### src/lsu_cfg.svh
`ifndef LSU_CFG_SVH
`define LSU_CFG_SVH

// table geometry
`define LSU_INST_ID_W 4
`define LSU_TABLE_DEPTH 4
`define LSU_PTR_W 2
`define LSU_CNT_W 3

`define LSU_TIMEOUT_TH 16 // response wait cycles before a timeout (1 or more)

// access types
`define LS_TYPE_BYTE 3'b000
`define LS_TYPE_HALF 3'b001
`define LS_TYPE_WORD 3'b010
`define LS_TYPE_BYTE_U 3'b100
`define LS_TYPE_HALF_U 3'b101

// result error codes
`define ERR_NORMAL 2'b00
`define ERR_UNALIGNED 2'b01
`define ERR_BUS 2'b10
`define ERR_TIMEOUT 2'b11

`endif
### src/lsu_pkg.sv
`include "lsu_cfg.svh"

package lsu_pkg;

	typedef logic [31:0] word_t;
	typedef logic [2:0] ls_type_t;
	typedef logic [1:0] err_t;
	typedef logic [4:0] reg_id_t;
	typedef logic [`LSU_INST_ID_W-1:0] inst_id_t;
	typedef logic [3:0] wmask_t;

	typedef struct packed {
		logic is_store; // 0 load, 1 store
		ls_type_t ls_type;
		reg_id_t rd_id;
		word_t addr;
		word_t wdata;
		inst_id_t inst_id;
	} ls_req_t;

	typedef struct packed {
		logic is_store;
		reg_id_t rd_id;
		word_t data;
		word_t addr;
		err_t err;
		inst_id_t inst_id;
	} ls_resp_t;

	typedef struct packed {
		word_t addr;
		logic read;
		word_t wdata;
		wmask_t wmask;
	} icb_cmd_t;

	typedef struct packed {
		word_t rdata;
		logic err;
	} icb_rsp_t;

	// one outstanding access
	typedef struct packed {
		logic is_store;
		ls_type_t ls_type;
		reg_id_t rd_id;
		word_t addr;
		word_t data; // store data until a load response replaces it
		wmask_t wmask;
		err_t err;
		inst_id_t inst_id;
	} ls_entry_t;

	typedef enum logic [1:0] {
		STAGE_FREE,
		STAGE_CMD,
		STAGE_RESP,
		STAGE_DONE
	} task_stage_e;

endpackage

### src/lsu_top.sv
`timescale 1ns/1ps

module lsu_top (
	input  logic clk,
	input  logic resetn,
	input  lsu_pkg::ls_req_t req_i,
	input  logic req_valid_i,
	output logic req_ready_o,
	output lsu_pkg::ls_resp_t resp_o,
	output logic resp_valid_o,
	input  logic resp_ready_i,
	output lsu_pkg::icb_cmd_t icb_cmd_o,
	output logic icb_cmd_valid_o,
	input  logic icb_cmd_ready_i,
	input  lsu_pkg::icb_rsp_t icb_rsp_i,
	input  logic icb_rsp_valid_i,
	output logic icb_rsp_ready_o,
	output logic lsu_idle_o,
	output logic dbus_timeout_o
);

	logic aligned;
	lsu_pkg::word_t store_data;
	lsu_pkg::wmask_t store_wmask;
	logic bus_busy;
	logic rsp_fire;
	logic timeout_pulse;
	lsu_pkg::ls_entry_t head;
	lsu_pkg::word_t load_data;

	lsu_req_format u_req_format (
		.req_i         (req_i),
		.aligned_o     (aligned),
		.store_data_o  (store_data),
		.store_wmask_o (store_wmask)
	);

	lsu_task_table u_task_table (
		.clk             (clk),
		.resetn          (resetn),
		.req_i           (req_i),
		.req_valid_i     (req_valid_i),
		.aligned_i       (aligned),
		.store_data_i    (store_data),
		.store_wmask_i   (store_wmask),
		.req_ready_o     (req_ready_o),
		.icb_cmd_o       (icb_cmd_o),
		.icb_cmd_valid_o (icb_cmd_valid_o),
		.icb_cmd_ready_i (icb_cmd_ready_i),
		.icb_rsp_i       (icb_rsp_i),
		.rsp_fire_i      (rsp_fire),
		.timeout_pulse_i (timeout_pulse),
		.timeout_i       (dbus_timeout_o),
		.bus_busy_o      (bus_busy),
		.head_o          (head),
		.head_valid_o    (resp_valid_o),
		.resp_ready_i    (resp_ready_i),
		.lsu_idle_o      (lsu_idle_o)
	);

	lsu_bus_timeout u_bus_timeout (
		.clk             (clk),
		.resetn          (resetn),
		.rsp_valid_i     (icb_rsp_valid_i),
		.bus_busy_i      (bus_busy),
		.rsp_ready_o     (icb_rsp_ready_o),
		.rsp_fire_o      (rsp_fire),
		.timeout_pulse_o (timeout_pulse),
		.timeout_o       (dbus_timeout_o)
	);

	lsu_load_align u_load_align (
		.entry_i     (head),
		.load_data_o (load_data)
	);

	// result = head entry with the extended load data
	assign resp_o = '{is_store: head.is_store, rd_id: head.rd_id, data: load_data,
		addr: head.addr, err: head.err, inst_id: head.inst_id};

endmodule

### src/lsu_task_table.sv
`timescale 1ns/1ps
`include "lsu_cfg.svh"

module lsu_task_table (
	input  logic clk,
	input  logic resetn,
	input  lsu_pkg::ls_req_t req_i,
	input  logic req_valid_i,
	input  logic aligned_i,
	input  lsu_pkg::word_t store_data_i,
	input  lsu_pkg::wmask_t store_wmask_i,
	output logic req_ready_o,
	output lsu_pkg::icb_cmd_t icb_cmd_o,
	output logic icb_cmd_valid_o,
	input  logic icb_cmd_ready_i,
	input  lsu_pkg::icb_rsp_t icb_rsp_i,
	input  logic rsp_fire_i,
	input  logic timeout_pulse_i,
	input  logic timeout_i,
	output logic bus_busy_o,
	output lsu_pkg::ls_entry_t head_o,
	output logic head_valid_o,
	input  logic resp_ready_i,
	output logic lsu_idle_o
);

	lsu_pkg::ls_entry_t entry_q [`LSU_TABLE_DEPTH];
	lsu_pkg::task_stage_e stage_q [`LSU_TABLE_DEPTH];

	logic [`LSU_PTR_W-1:0] launch_ptr; // next free slot
	logic [`LSU_PTR_W-1:0] cmd_ptr; // oldest entry not yet on the bus
	logic [`LSU_PTR_W-1:0] rsp_ptr; // oldest entry awaiting a response
	logic [`LSU_PTR_W-1:0] retire_ptr; // head of the table
	logic [`LSU_CNT_W-1:0] launched_cnt;
	logic [`LSU_CNT_W-1:0] onbus_cnt;

	logic full;
	logic empty;
	logic launch;
	logic unaligned_launch;
	logic bypass;
	logic cmd_pending;
	logic cmd_fire;
	logic rsp_done;
	logic retire;

	assign full = (launched_cnt == `LSU_CNT_W'(`LSU_TABLE_DEPTH));
	assign empty = (launched_cnt == '0);

	// a misaligned request waits until the table drains
	assign req_ready_o = ~full & ~timeout_i & (aligned_i | empty);
	assign launch = req_valid_i & req_ready_o;
	assign unaligned_launch = launch & ~aligned_i;

	assign cmd_pending = (stage_q[cmd_ptr] == lsu_pkg::STAGE_CMD);
	assign bypass = launch & aligned_i & ~cmd_pending;
	assign icb_cmd_valid_o = ~timeout_i & (cmd_pending | (launch & aligned_i));
	assign cmd_fire = icb_cmd_valid_o & icb_cmd_ready_i;
	assign rsp_done = rsp_fire_i | timeout_pulse_i;

	assign head_o = entry_q[retire_ptr];
	assign head_valid_o = (stage_q[retire_ptr] == lsu_pkg::STAGE_DONE);
	assign retire = head_valid_o & resp_ready_i;
	assign bus_busy_o = (onbus_cnt != '0);

	always_comb
	begin
		if (cmd_pending)
			icb_cmd_o = '{addr: entry_q[cmd_ptr].addr, read: ~entry_q[cmd_ptr].is_store,
				wdata: entry_q[cmd_ptr].data, wmask: entry_q[cmd_ptr].wmask};
		else
			icb_cmd_o = '{addr: req_i.addr, read: ~req_i.is_store,
				wdata: store_data_i, wmask: store_wmask_i}; // request bypass
	end

	always_comb
	begin
		lsu_idle_o = 1'b1;
		for (int i = 0; i < `LSU_TABLE_DEPTH; i++)
		begin
			if ((stage_q[i] == lsu_pkg::STAGE_CMD) || (stage_q[i] == lsu_pkg::STAGE_RESP))
				lsu_idle_o = 1'b0;
		end
	end

	always_ff @(posedge clk or negedge resetn)
	begin
		if (!resetn)
		begin
			launch_ptr <= '0;
			cmd_ptr <= '0;
			rsp_ptr <= '0;
			retire_ptr <= '0;
			launched_cnt <= '0;
			onbus_cnt <= '0;
		end
		else
		begin
			launch_ptr <= launch_ptr + `LSU_PTR_W'(launch);
			// misaligned entries skip both bus stages
			cmd_ptr <= cmd_ptr + `LSU_PTR_W'(cmd_fire | unaligned_launch);
			rsp_ptr <= rsp_ptr + `LSU_PTR_W'(rsp_done | unaligned_launch);
			retire_ptr <= retire_ptr + `LSU_PTR_W'(retire);
			if (launch && !retire)
				launched_cnt <= launched_cnt + 1'b1;
			else if (!launch && retire)
				launched_cnt <= launched_cnt - 1'b1;
			if (cmd_fire && !rsp_done)
				onbus_cnt <= onbus_cnt + 1'b1;
			else if (!cmd_fire && rsp_done)
				onbus_cnt <= onbus_cnt - 1'b1;
		end
	end

	always_ff @(posedge clk or negedge resetn)
	begin
		if (!resetn)
		begin
			for (int i = 0; i < `LSU_TABLE_DEPTH; i++)
				stage_q[i] <= lsu_pkg::STAGE_FREE;
		end
		else
		begin
			for (int i = 0; i < `LSU_TABLE_DEPTH; i++)
			begin
				case (stage_q[i])
					lsu_pkg::STAGE_FREE:
						if (launch && (launch_ptr == `LSU_PTR_W'(i)))
							stage_q[i] <= !aligned_i ? lsu_pkg::STAGE_DONE :
								((bypass && icb_cmd_ready_i) ? lsu_pkg::STAGE_RESP :
								lsu_pkg::STAGE_CMD);
					lsu_pkg::STAGE_CMD:
						if (cmd_fire && (cmd_ptr == `LSU_PTR_W'(i)))
							stage_q[i] <= lsu_pkg::STAGE_RESP;
					lsu_pkg::STAGE_RESP:
						if (rsp_done && (rsp_ptr == `LSU_PTR_W'(i)))
							stage_q[i] <= lsu_pkg::STAGE_DONE;
					lsu_pkg::STAGE_DONE:
						if (retire && (retire_ptr == `LSU_PTR_W'(i)))
							stage_q[i] <= lsu_pkg::STAGE_FREE;
				endcase
			end
		end
	end

	// payload, launch and response never hit the same slot
	always_ff @(posedge clk)
	begin
		if (launch)
			entry_q[launch_ptr] <= '{is_store: req_i.is_store, ls_type: req_i.ls_type,
				rd_id: req_i.rd_id, addr: req_i.addr, data: store_data_i,
				wmask: store_wmask_i, err: aligned_i ? `ERR_NORMAL : `ERR_UNALIGNED,
				inst_id: req_i.inst_id};
		if (rsp_fire_i)
		begin
			if (!entry_q[rsp_ptr].is_store)
				entry_q[rsp_ptr].data <= icb_rsp_i.rdata;
			entry_q[rsp_ptr].err <= icb_rsp_i.err ? `ERR_BUS : `ERR_NORMAL;
		end
		else if (timeout_pulse_i)
			entry_q[rsp_ptr].err <= `ERR_TIMEOUT;
	end

	assert property (@(posedge clk) disable iff (!resetn)
		launch |-> (stage_q[launch_ptr] == lsu_pkg::STAGE_FREE))
		else $error("launch into an occupied slot");

	assert property (@(posedge clk) disable iff (!resetn)
		retire |-> ((stage_q[retire_ptr] == lsu_pkg::STAGE_DONE) && (launched_cnt != '0)))
		else $error("retire from an entry that is not done");

	// a stalled command holds until taken, unless the bus timed out
	assert property (@(posedge clk) disable iff (!resetn)
		(icb_cmd_valid_o && !icb_cmd_ready_i) |=>
		(timeout_i || (icb_cmd_valid_o && $stable(icb_cmd_o))))
		else $error("command changed while stalled");

endmodule

### src/lsu_bus_timeout.sv
`timescale 1ns/1ps
`include "lsu_cfg.svh"

module lsu_bus_timeout (
	input  logic clk,
	input  logic resetn,
	input  logic rsp_valid_i,
	input  logic bus_busy_i, // at least one command awaits its response
	output logic rsp_ready_o,
	output logic rsp_fire_o,
	output logic timeout_pulse_o,
	output logic timeout_o
);

	localparam int CNT_W = $clog2(`LSU_TIMEOUT_TH + 1);

	logic [CNT_W-1:0] wait_cnt;
	logic timeout_q;
	logic pulse_q;
	logic expire;

	// response channel closes for good after a timeout
	assign rsp_ready_o = ~timeout_q;
	assign rsp_fire_o = rsp_valid_i & rsp_ready_o;

	assign expire = ~timeout_q & ~rsp_fire_o & bus_busy_i &
		(wait_cnt == CNT_W'(`LSU_TIMEOUT_TH - 1));

	always_ff @(posedge clk or negedge resetn)
	begin
		if (!resetn)
			wait_cnt <= '0;
		else if (!timeout_q)
		begin
			if (rsp_fire_o)
				wait_cnt <= '0;
			else if (bus_busy_i)
				wait_cnt <= wait_cnt + 1'b1;
		end
	end

	always_ff @(posedge clk or negedge resetn)
	begin
		if (!resetn)
		begin
			timeout_q <= 1'b0;
			pulse_q <= 1'b0;
		end
		else
		begin
			timeout_q <= timeout_q | expire; // sticky until reset
			pulse_q <= expire;
		end
	end

	assign timeout_o = timeout_q;
	assign timeout_pulse_o = pulse_q;

	// the pulse marks the single rising edge of the sticky level
	assert property (@(posedge clk) disable iff (!resetn)
		timeout_pulse_o |-> (timeout_o && !$past(timeout_o)))
		else $error("timeout pulse without a fresh timeout");

endmodule

### src/lsu_load_align.sv
`timescale 1ns/1ps
`include "lsu_cfg.svh"

module lsu_load_align (
	input  lsu_pkg::ls_entry_t entry_i,
	output lsu_pkg::word_t load_data_o
);

	lsu_pkg::word_t shifted; // addressed byte moved to bit 0

	assign shifted = entry_i.data >> {entry_i.addr[1:0], 3'b000};

	always_comb
	begin
		if (entry_i.is_store)
			load_data_o = entry_i.data;
		else
		begin
			case (entry_i.ls_type)
				`LS_TYPE_BYTE:   load_data_o = {{24{shifted[7]}}, shifted[7:0]};
				`LS_TYPE_HALF:   load_data_o = {{16{shifted[15]}}, shifted[15:0]};
				`LS_TYPE_WORD:   load_data_o = shifted;
				`LS_TYPE_BYTE_U: load_data_o = {24'd0, shifted[7:0]};
				`LS_TYPE_HALF_U: load_data_o = {16'd0, shifted[15:0]};
				default:         load_data_o = '0;
			endcase
		end
	end

endmodule

### src/lsu_req_format.sv
`timescale 1ns/1ps
`include "lsu_cfg.svh"

module lsu_req_format (
	input  lsu_pkg::ls_req_t req_i,
	output logic aligned_o,
	output lsu_pkg::word_t store_data_o,
	output lsu_pkg::wmask_t store_wmask_o
);

	always_comb
	begin
		aligned_o = 1'b0;
		store_data_o = '0;
		store_wmask_o = '0;
		case (req_i.ls_type)
			`LS_TYPE_BYTE:
			begin
				aligned_o = 1'b1;
				store_data_o = {4{req_i.wdata[7:0]}};
				store_wmask_o = 4'b0001 << req_i.addr[1:0];
			end
			`LS_TYPE_BYTE_U:
				aligned_o = 1'b1; // load only, no mask
			`LS_TYPE_HALF:
			begin
				aligned_o = ~req_i.addr[0];
				store_data_o = {2{req_i.wdata[15:0]}};
				store_wmask_o = 4'b0011 << {req_i.addr[1], 1'b0};
			end
			`LS_TYPE_HALF_U:
				aligned_o = ~req_i.addr[0];
			`LS_TYPE_WORD:
			begin
				aligned_o = (req_i.addr[1:0] == 2'b00);
				store_data_o = req_i.wdata;
				store_wmask_o = 4'b1111;
			end
			default:
				aligned_o = 1'b0; // reserved codes never match
		endcase
	end

	// unsigned codes exist only for loads and must never write
	always_comb
	begin
		if ((req_i.ls_type == `LS_TYPE_BYTE_U) || (req_i.ls_type == `LS_TYPE_HALF_U))
			assert (store_wmask_o == '0)
			else $error("write mask set for a load-only access type");
	end

endmodule

### config.mk
export PLATFORM = sky130hd
export DESIGN_NAME = lsu_top
export DESIGN_NICKNAME = d
export VERILOG_FILES = /design/src/lsu_pkg.sv /design/src/lsu_top.sv /design/src/lsu_task_table.sv /design/src/lsu_bus_timeout.sv /design/src/lsu_load_align.sv /design/src/lsu_req_format.sv
export VERILOG_INCLUDE_DIRS = /design/src
export SDC_FILE = /design/constraint.sdc
export NUM_CORES = 1
export LEC_CHECK = 0
export ABC_AREA = 1
export ABC_CLOCK_PERIOD_IN_PS = 3900
export BUFFER_PORTS_ARGS = -buffer_cell sky130_fd_sc_hd__clkbuf_2
export CAP_MARGIN = 40
export CORE_MARGIN = 2
export CORE_UTILIZATION = 45
export DETAILED_ROUTE_END_ITERATION = 7
export SLEW_MARGIN = 20
export SYNTH_ARGS = -nofsm -noshare
export SYNTH_HDL_FRONTEND = slang
export SYNTH_SLANG_ARGS = --single-unit
### constraint.sdc
create_clock -name clk -period 3.9 [get_ports clk]
set_input_delay 0 -clock clk [delete_from_list [all_inputs] [get_ports clk]]
set_output_delay 0 -clock clk [all_outputs]
set_load 0.01 [all_outputs]
# After elaboration in Yosys (flattened, before gate mapping)
# Memories as Yosys holds them, arrays and structs flattened.
# Cells that the tools add are included.
totals:
  register_bits: 29
  latch_bits: 0
  ramBits: 332
  romBits: 0
  word_cells: 219
  mem_count: 1
memory_table:
  columns: ["name", "words", "word_bits", "read_ports", "rd_ports_with_merged_regs", "write_ports", "line_no", "text"]
  rows:
  - ["u_task_table.entry_q", 4, 83, 3, 0, 2, "lsu_task_table.sv:27", "lsu_pkg::ls_entry_t entry_q [`LSU_TABLE_DEPTH];"]
op_classes:
  addsub: 9
  n_mul: 0
  n_div: 0
  order_cmp: 2
  eq_ne: 52
  shift: 3
  n_mux: 57
  bitwise: 30
  n_reduce_logical: 52
ops:
  columns: ["cell", "n"]
  rows:
  - ["one-hot mux 32 bit (5 select lines)", 1]
  - ["one-hot mux 32 bit (3 select lines)", 1]
  - ["2-to-1 mux 69 bit", 1]
  - ["2-to-1 mux 2 bit", 24]
  - ["== test 2 bit (second input constant)", 17]
  - ["2-to-1 mux 32 bit", 1]
  - ["one-hot mux 2 bit (4 select lines)", 4]
  - [">> shifter 32 x 5 -> 32 bit", 1]
  - ["logical AND 1 bit", 21]
  - ["== test 2 x 1 -> 1 bit (second input constant)", 9]
  - ["zero test 2 bit", 9]
  - ["inequality test 2 x 1 -> 1 bit (second input constant)", 8]
  - ["inequality test 2 bit (second input constant)", 8]
  - ["AND reduction 4 bit", 4]
  - ["== test 3 bit (second input constant)", 5]
  - ["2-to-1 mux 1 bit", 15]
  - ["bitwise AND 1 bit", 13]
  - ["2-to-1 mux 3 bit", 4]
  - ["one-hot mux 4 bit (3 select lines)", 1]
  - ["2-to-1 mux 5 bit", 2]
  - ["zero test 3 bit", 3]
  - ["binary-select mux 2 bit (select 2 bit)", 2]
  - ["inverter 1 bit", 8]
  - ["OR 1 bit", 7]
  - ["19 further kinds", 36]

# Depth between registers and ports, before layout
logic_depth:
  depth_word: 14
  depth_mapped: 17

# Modules after synthesis
# Synthesis repeated with hierarchy kept, for this count alone.
hier_totals:
  cells_unflattened: 2156
  hier_area_um2: 19851.5
modules_own_cells:
  columns: ["module", "n_inst", "cells_per_inst", "area_per_inst_um2"]
  rows:
  - ["lsu_task_table", 1, 1718, 17703.2]
  - ["lsu_load_align", 1, 275, 1166.1]
  - ["lsu_req_format", 1, 124, 616.8]
  - ["lsu_bus_timeout", 1, 39, 365.4]

# Worst setup path before layout
# Ideal clock, no wire load.
synth_timing:
  kind: "reg2reg"
  from: "register u_task_table.launched_cnt[0]"
  to: "memory u_task_table.entry_q[1][0] in the netlist's numbering (enable)"
  setup_time_ns: 0.432
  arrival_ns: 2.615
  required_time_ns: 3.468
  slack_ns: 0.853
  path_stages_with_launch: 6
  n_path_buf: 1
  path_cell_list: "dfrtp_1 > nor2_1 > a21oi_1 > nand4_1 > clkinv_1 > buf_1"
synth_rtl:
  columns: ["element", "line_no", "text"]
  rows:
  - ["start: declaration", "lsu_task_table.sv:34", "logic [`LSU_CNT_W-1:0] launched_cnt;"]
  - ["start signal: assignment", "lsu_task_table.sv:105", "launched_cnt <= launched_cnt + 1'b1;"]
  - ["start signal: assignment", "lsu_task_table.sv:107", "launched_cnt <= launched_cnt - 1'b1;"]
  - ["end: declaration", "lsu_task_table.sv:27", null]

==> results.cfg <==
[grt]
grt_use_total_pct = 30.6
antenna_found_initial = 0
grt_pass1_wl_um = 104000
grt_max_degree = 60
overflow = 0
grt_pass1_vias = 17500

[critical_path]
r2r_slack_ps = 830
reg2reg_from = u_task_table.launched_cnt[0]$_DFFE_PN0P_
critPathCapture = resp_o[48]
end_kind = primary output
r2r_cells = 7
crit_buf_inv = 2
slowest_stage = dfrtp_1
crit_cells = 12
start_kind = flop
reg2reg_to = u_task_table.entry_q[1][19]$_DFFE_PP_
critical_path.max_fanout = 24
cpMostUsedCell = nand2_1
critPathTopFamily = simple AND/OR/NAND/NOR gates
cp.required_ps = 3900
max_stage_delay_ps = 690
worstPathArrival_ps = 3680
path_cells = nor2_4, buf_4, nand2_1, nand2_1, nor2_1, nand2_1, nor2_1, nand3_2, nand2_1, nand2_1, nand2_1, clkbuf_2
critPathKind = reg2out
startpoint = u_task_table.retire_ptr[1]$_DFF_PN0_

[route]
wl_met2_um = 33300
first_pass_iters = 6
dr_wl_met3_um = 6800
routed.top_layer = met4
drt_iter0_drc = 2025
wire_per_inst_um = 22.3
viasPerCell = 5.79
wl_met1_um = 28400
drtAntennaViolNets = 0
drt_wl_total_um = 70900
drc = 0
num_vias = 18400

[synthesis]
yosysTopAreaCell = edfxtp_1
async_flop_share_pct = 8.03
synth_edf_count = 332
synth.ff_latch_count = 361
seq_area_frac_synth_pct = 54.0
synth_flop_cell = edfxtp_1
avgSynthCellArea_um2 = 8.83
synth_fp_nets = 2386
synth_warnings = 0
synthTopCellsByArea = edfxtp_1, nand2_1, o21ai_0
synth_cell_types = 42
netlist_area_um2 = 19800
synth_top_area_share_pct = 50.4
syn_inst = 2242

[clocking]
cts_inserted_buffers = 41
root_buffer = clkbuf_16
cts.sinks = 361
tritoncts = done
clk_pin_slew_ps = 60
cts_setup_buffers = 0
htree_levels = 2
clock_latency_ps = 570
cts_buffer_depth = 3

[timing]
finalCritPeriodShare_pct = 94.3
tightestPinTransition_ps = 913
hold_viol = 0
setup_viol = 0
fin_crit_ps = 3680
fmax_mhz = 272
maxSlewViolCount = 0
rsz0062_at_grt = false
slew_headroom_pct = 39.1
skew_ps = 20.2
fin_tns_setup_ps = 0

[final_layout]
seqCellArea_um2 = 10700
layout-area-overhead-vs-synth_pct = 20.3
n_antenna_cell = 0
nets = 2702
layout-drive-gt1-share_pct = 15.6
fillers = 3939
multiInputGateArea_um2 = 7760

[floorplan]
core_area_um2 = 43300
fp-row-count = 76
start_util_pct = 45.8
pin_count = 267
die_h_um = 214
die_area_um2 = 45700
dieWidth_um = 214

[place]
dp_hpwl_um = 47200
place.gp.congestion = 0.935
numPortBuffers = 266

[power]
powerDensity_nw_per_um2 = 642
fin_total_pwr_uw = 15300
vdd_ir_drop_max_mv = 0.331
leakagePower_uw = 0.0102

[worst_hold_path]
min_path_type = in2reg
min_from = req_i[11]

[job]
max_cap_viol_count = 0

[run_status]
status = completed
==> layout make-up <==
cell class / instances / share of cell area [%]
clock buffer: 57 / 4.64
clock inverter: 19 / 0.452
inverter: 197 / 3.12
multi-input combinational: 1551 / 32.6
sequential: 361 / 44.9
tap: 585 / 3.07
timing repair buffer: 406 / 11.3
==> metal layers <==
layer  GRT usage (%)  vias to the layer above
met2            50.5                      990
met5               0                        -
met3            5.54                      140
met4            11.0                        0
met1            40.5                     8817
li1                -                     8446
==> metrics by stage <==
stage | utilization (%) | instance area (um2) | hold slack, ps | setup slack (ps) | cells
after floorplan | - | 19800 | -296 | 853 | 2242
after global placement | 50.1 | 21700 | 105 | 777 | 3010
after detailed placement | 50.2 | 21700 | 106 | 713 | 3011
after CTS | 55.0 | 23800 | 3.63 | 97.0 | 3174
after global routing | 55.1 | 23800 | 39.8 | 9.08 | 3176
final | 55.1 | 23800 | 28.0 | 222 | 3176
==> logic make-up after synthesis <==
logic type / synth area share, %
flops: 54.0
fa+ha+maj: 1.85
mux: 0.164
xor+xnor: 0.398
simple gates: 21.1
buf+inv: 6.91
compound gates: 15.5
==> synthesized netlist by cell type, drive strengths merged, types with 28 or more instances <==
master	instances
dfrtp	29
a41oi	28
o22ai	51
buf	65
o21ai	210
clkbuf	68
a21oi	38
inv	191
a22oi	111
nand3	184
nand2	699
nor2	120
edfxtp	332
==> what timing repair did <==
| action | CTS | global route |
|---|---|---|
| endpoints found under the hold margin | 363 | 29 |
| endpoints found under the setup margin | 0 | 24 |
| gates resized for setup | 0 | 1 |
| hold buffers | 87 | 1 |
==> flip-flops by register name, indices dropped and copies added (netlist names) <==
signal	count
u_task_table.launched_cnt	3
u_task_table.retire_ptr	2
u_task_table.rsp_ptr	2
u_bus_timeout.wait_cnt	5
u_task_table.onbus_cnt	3
u_task_table.entry_q	332
u_task_table.launch_ptr	2
u_bus_timeout.timeout_o	1
u_bus_timeout.timeout_pulse_o	1
u_task_table.cmd_ptr	2
u_task_table.stage_q	8
==> where the power goes <==
part	total [uW]	switching, uW	internal (uW)
Sequential	4450	176	4280
Combinational	7280	4960	2310
Clock	3570	1580	1990
==> worst reg2reg max path: stages, from the launching register on <==
cell           delay [ps]
dfrtp_1               400
nor2_1                 90
a21oi_1               340
nand4_1               470
inv_2                 830
nand3_1               170
nand2_1               100
dlygate4sd3_1         540
==> cells in the final DEF, fill, tap and decap left out, types with 9 or more instances in the layout <==
cell / instances
inv_2: 10
clkbuf_1: 14
a22oi_1: 111
o21ai_0: 203
a21oi_1: 37
o211ai_1: 19
nand4_1: 15
clkbuf_2: 266
dfrtp_1: 28
nand2_1: 693
clkbuf_16: 41
o22ai_1: 51
nor2_1: 111
nand3_1: 181
dlygate4sd3_1: 88
a41oi_1: 28
o2bb2ai_1: 9
a221oi_1: 13
inv_1: 182
buf_4: 46
ha_1: 26
edfxtp_1: 332
clkinv_1: 13
==> how the worst min path moves through the flow <==
stage               cells after the start                                     to  slack (ps)
finish                                  5  u_task_table.entry_q[3][17]$_DFFE_PP_          30
global route                            5  u_task_table.entry_q[2][17]$_DFFE_PP_          40
CTS                                     5  u_task_table.entry_q[3][17]$_DFFE_PP_           4
detailed placement                      1  u_bus_timeout.wait_cnt[2]$_DFFE_PN0P_         110
global placement                        1  u_bus_timeout.wait_cnt[3]$_DFFE_PN0P_         100
floorplan                               0      u_bus_timeout.timeout_o$_DFF_PN0_        -300
Note: power is estimated with default switching activity, not from simulation.
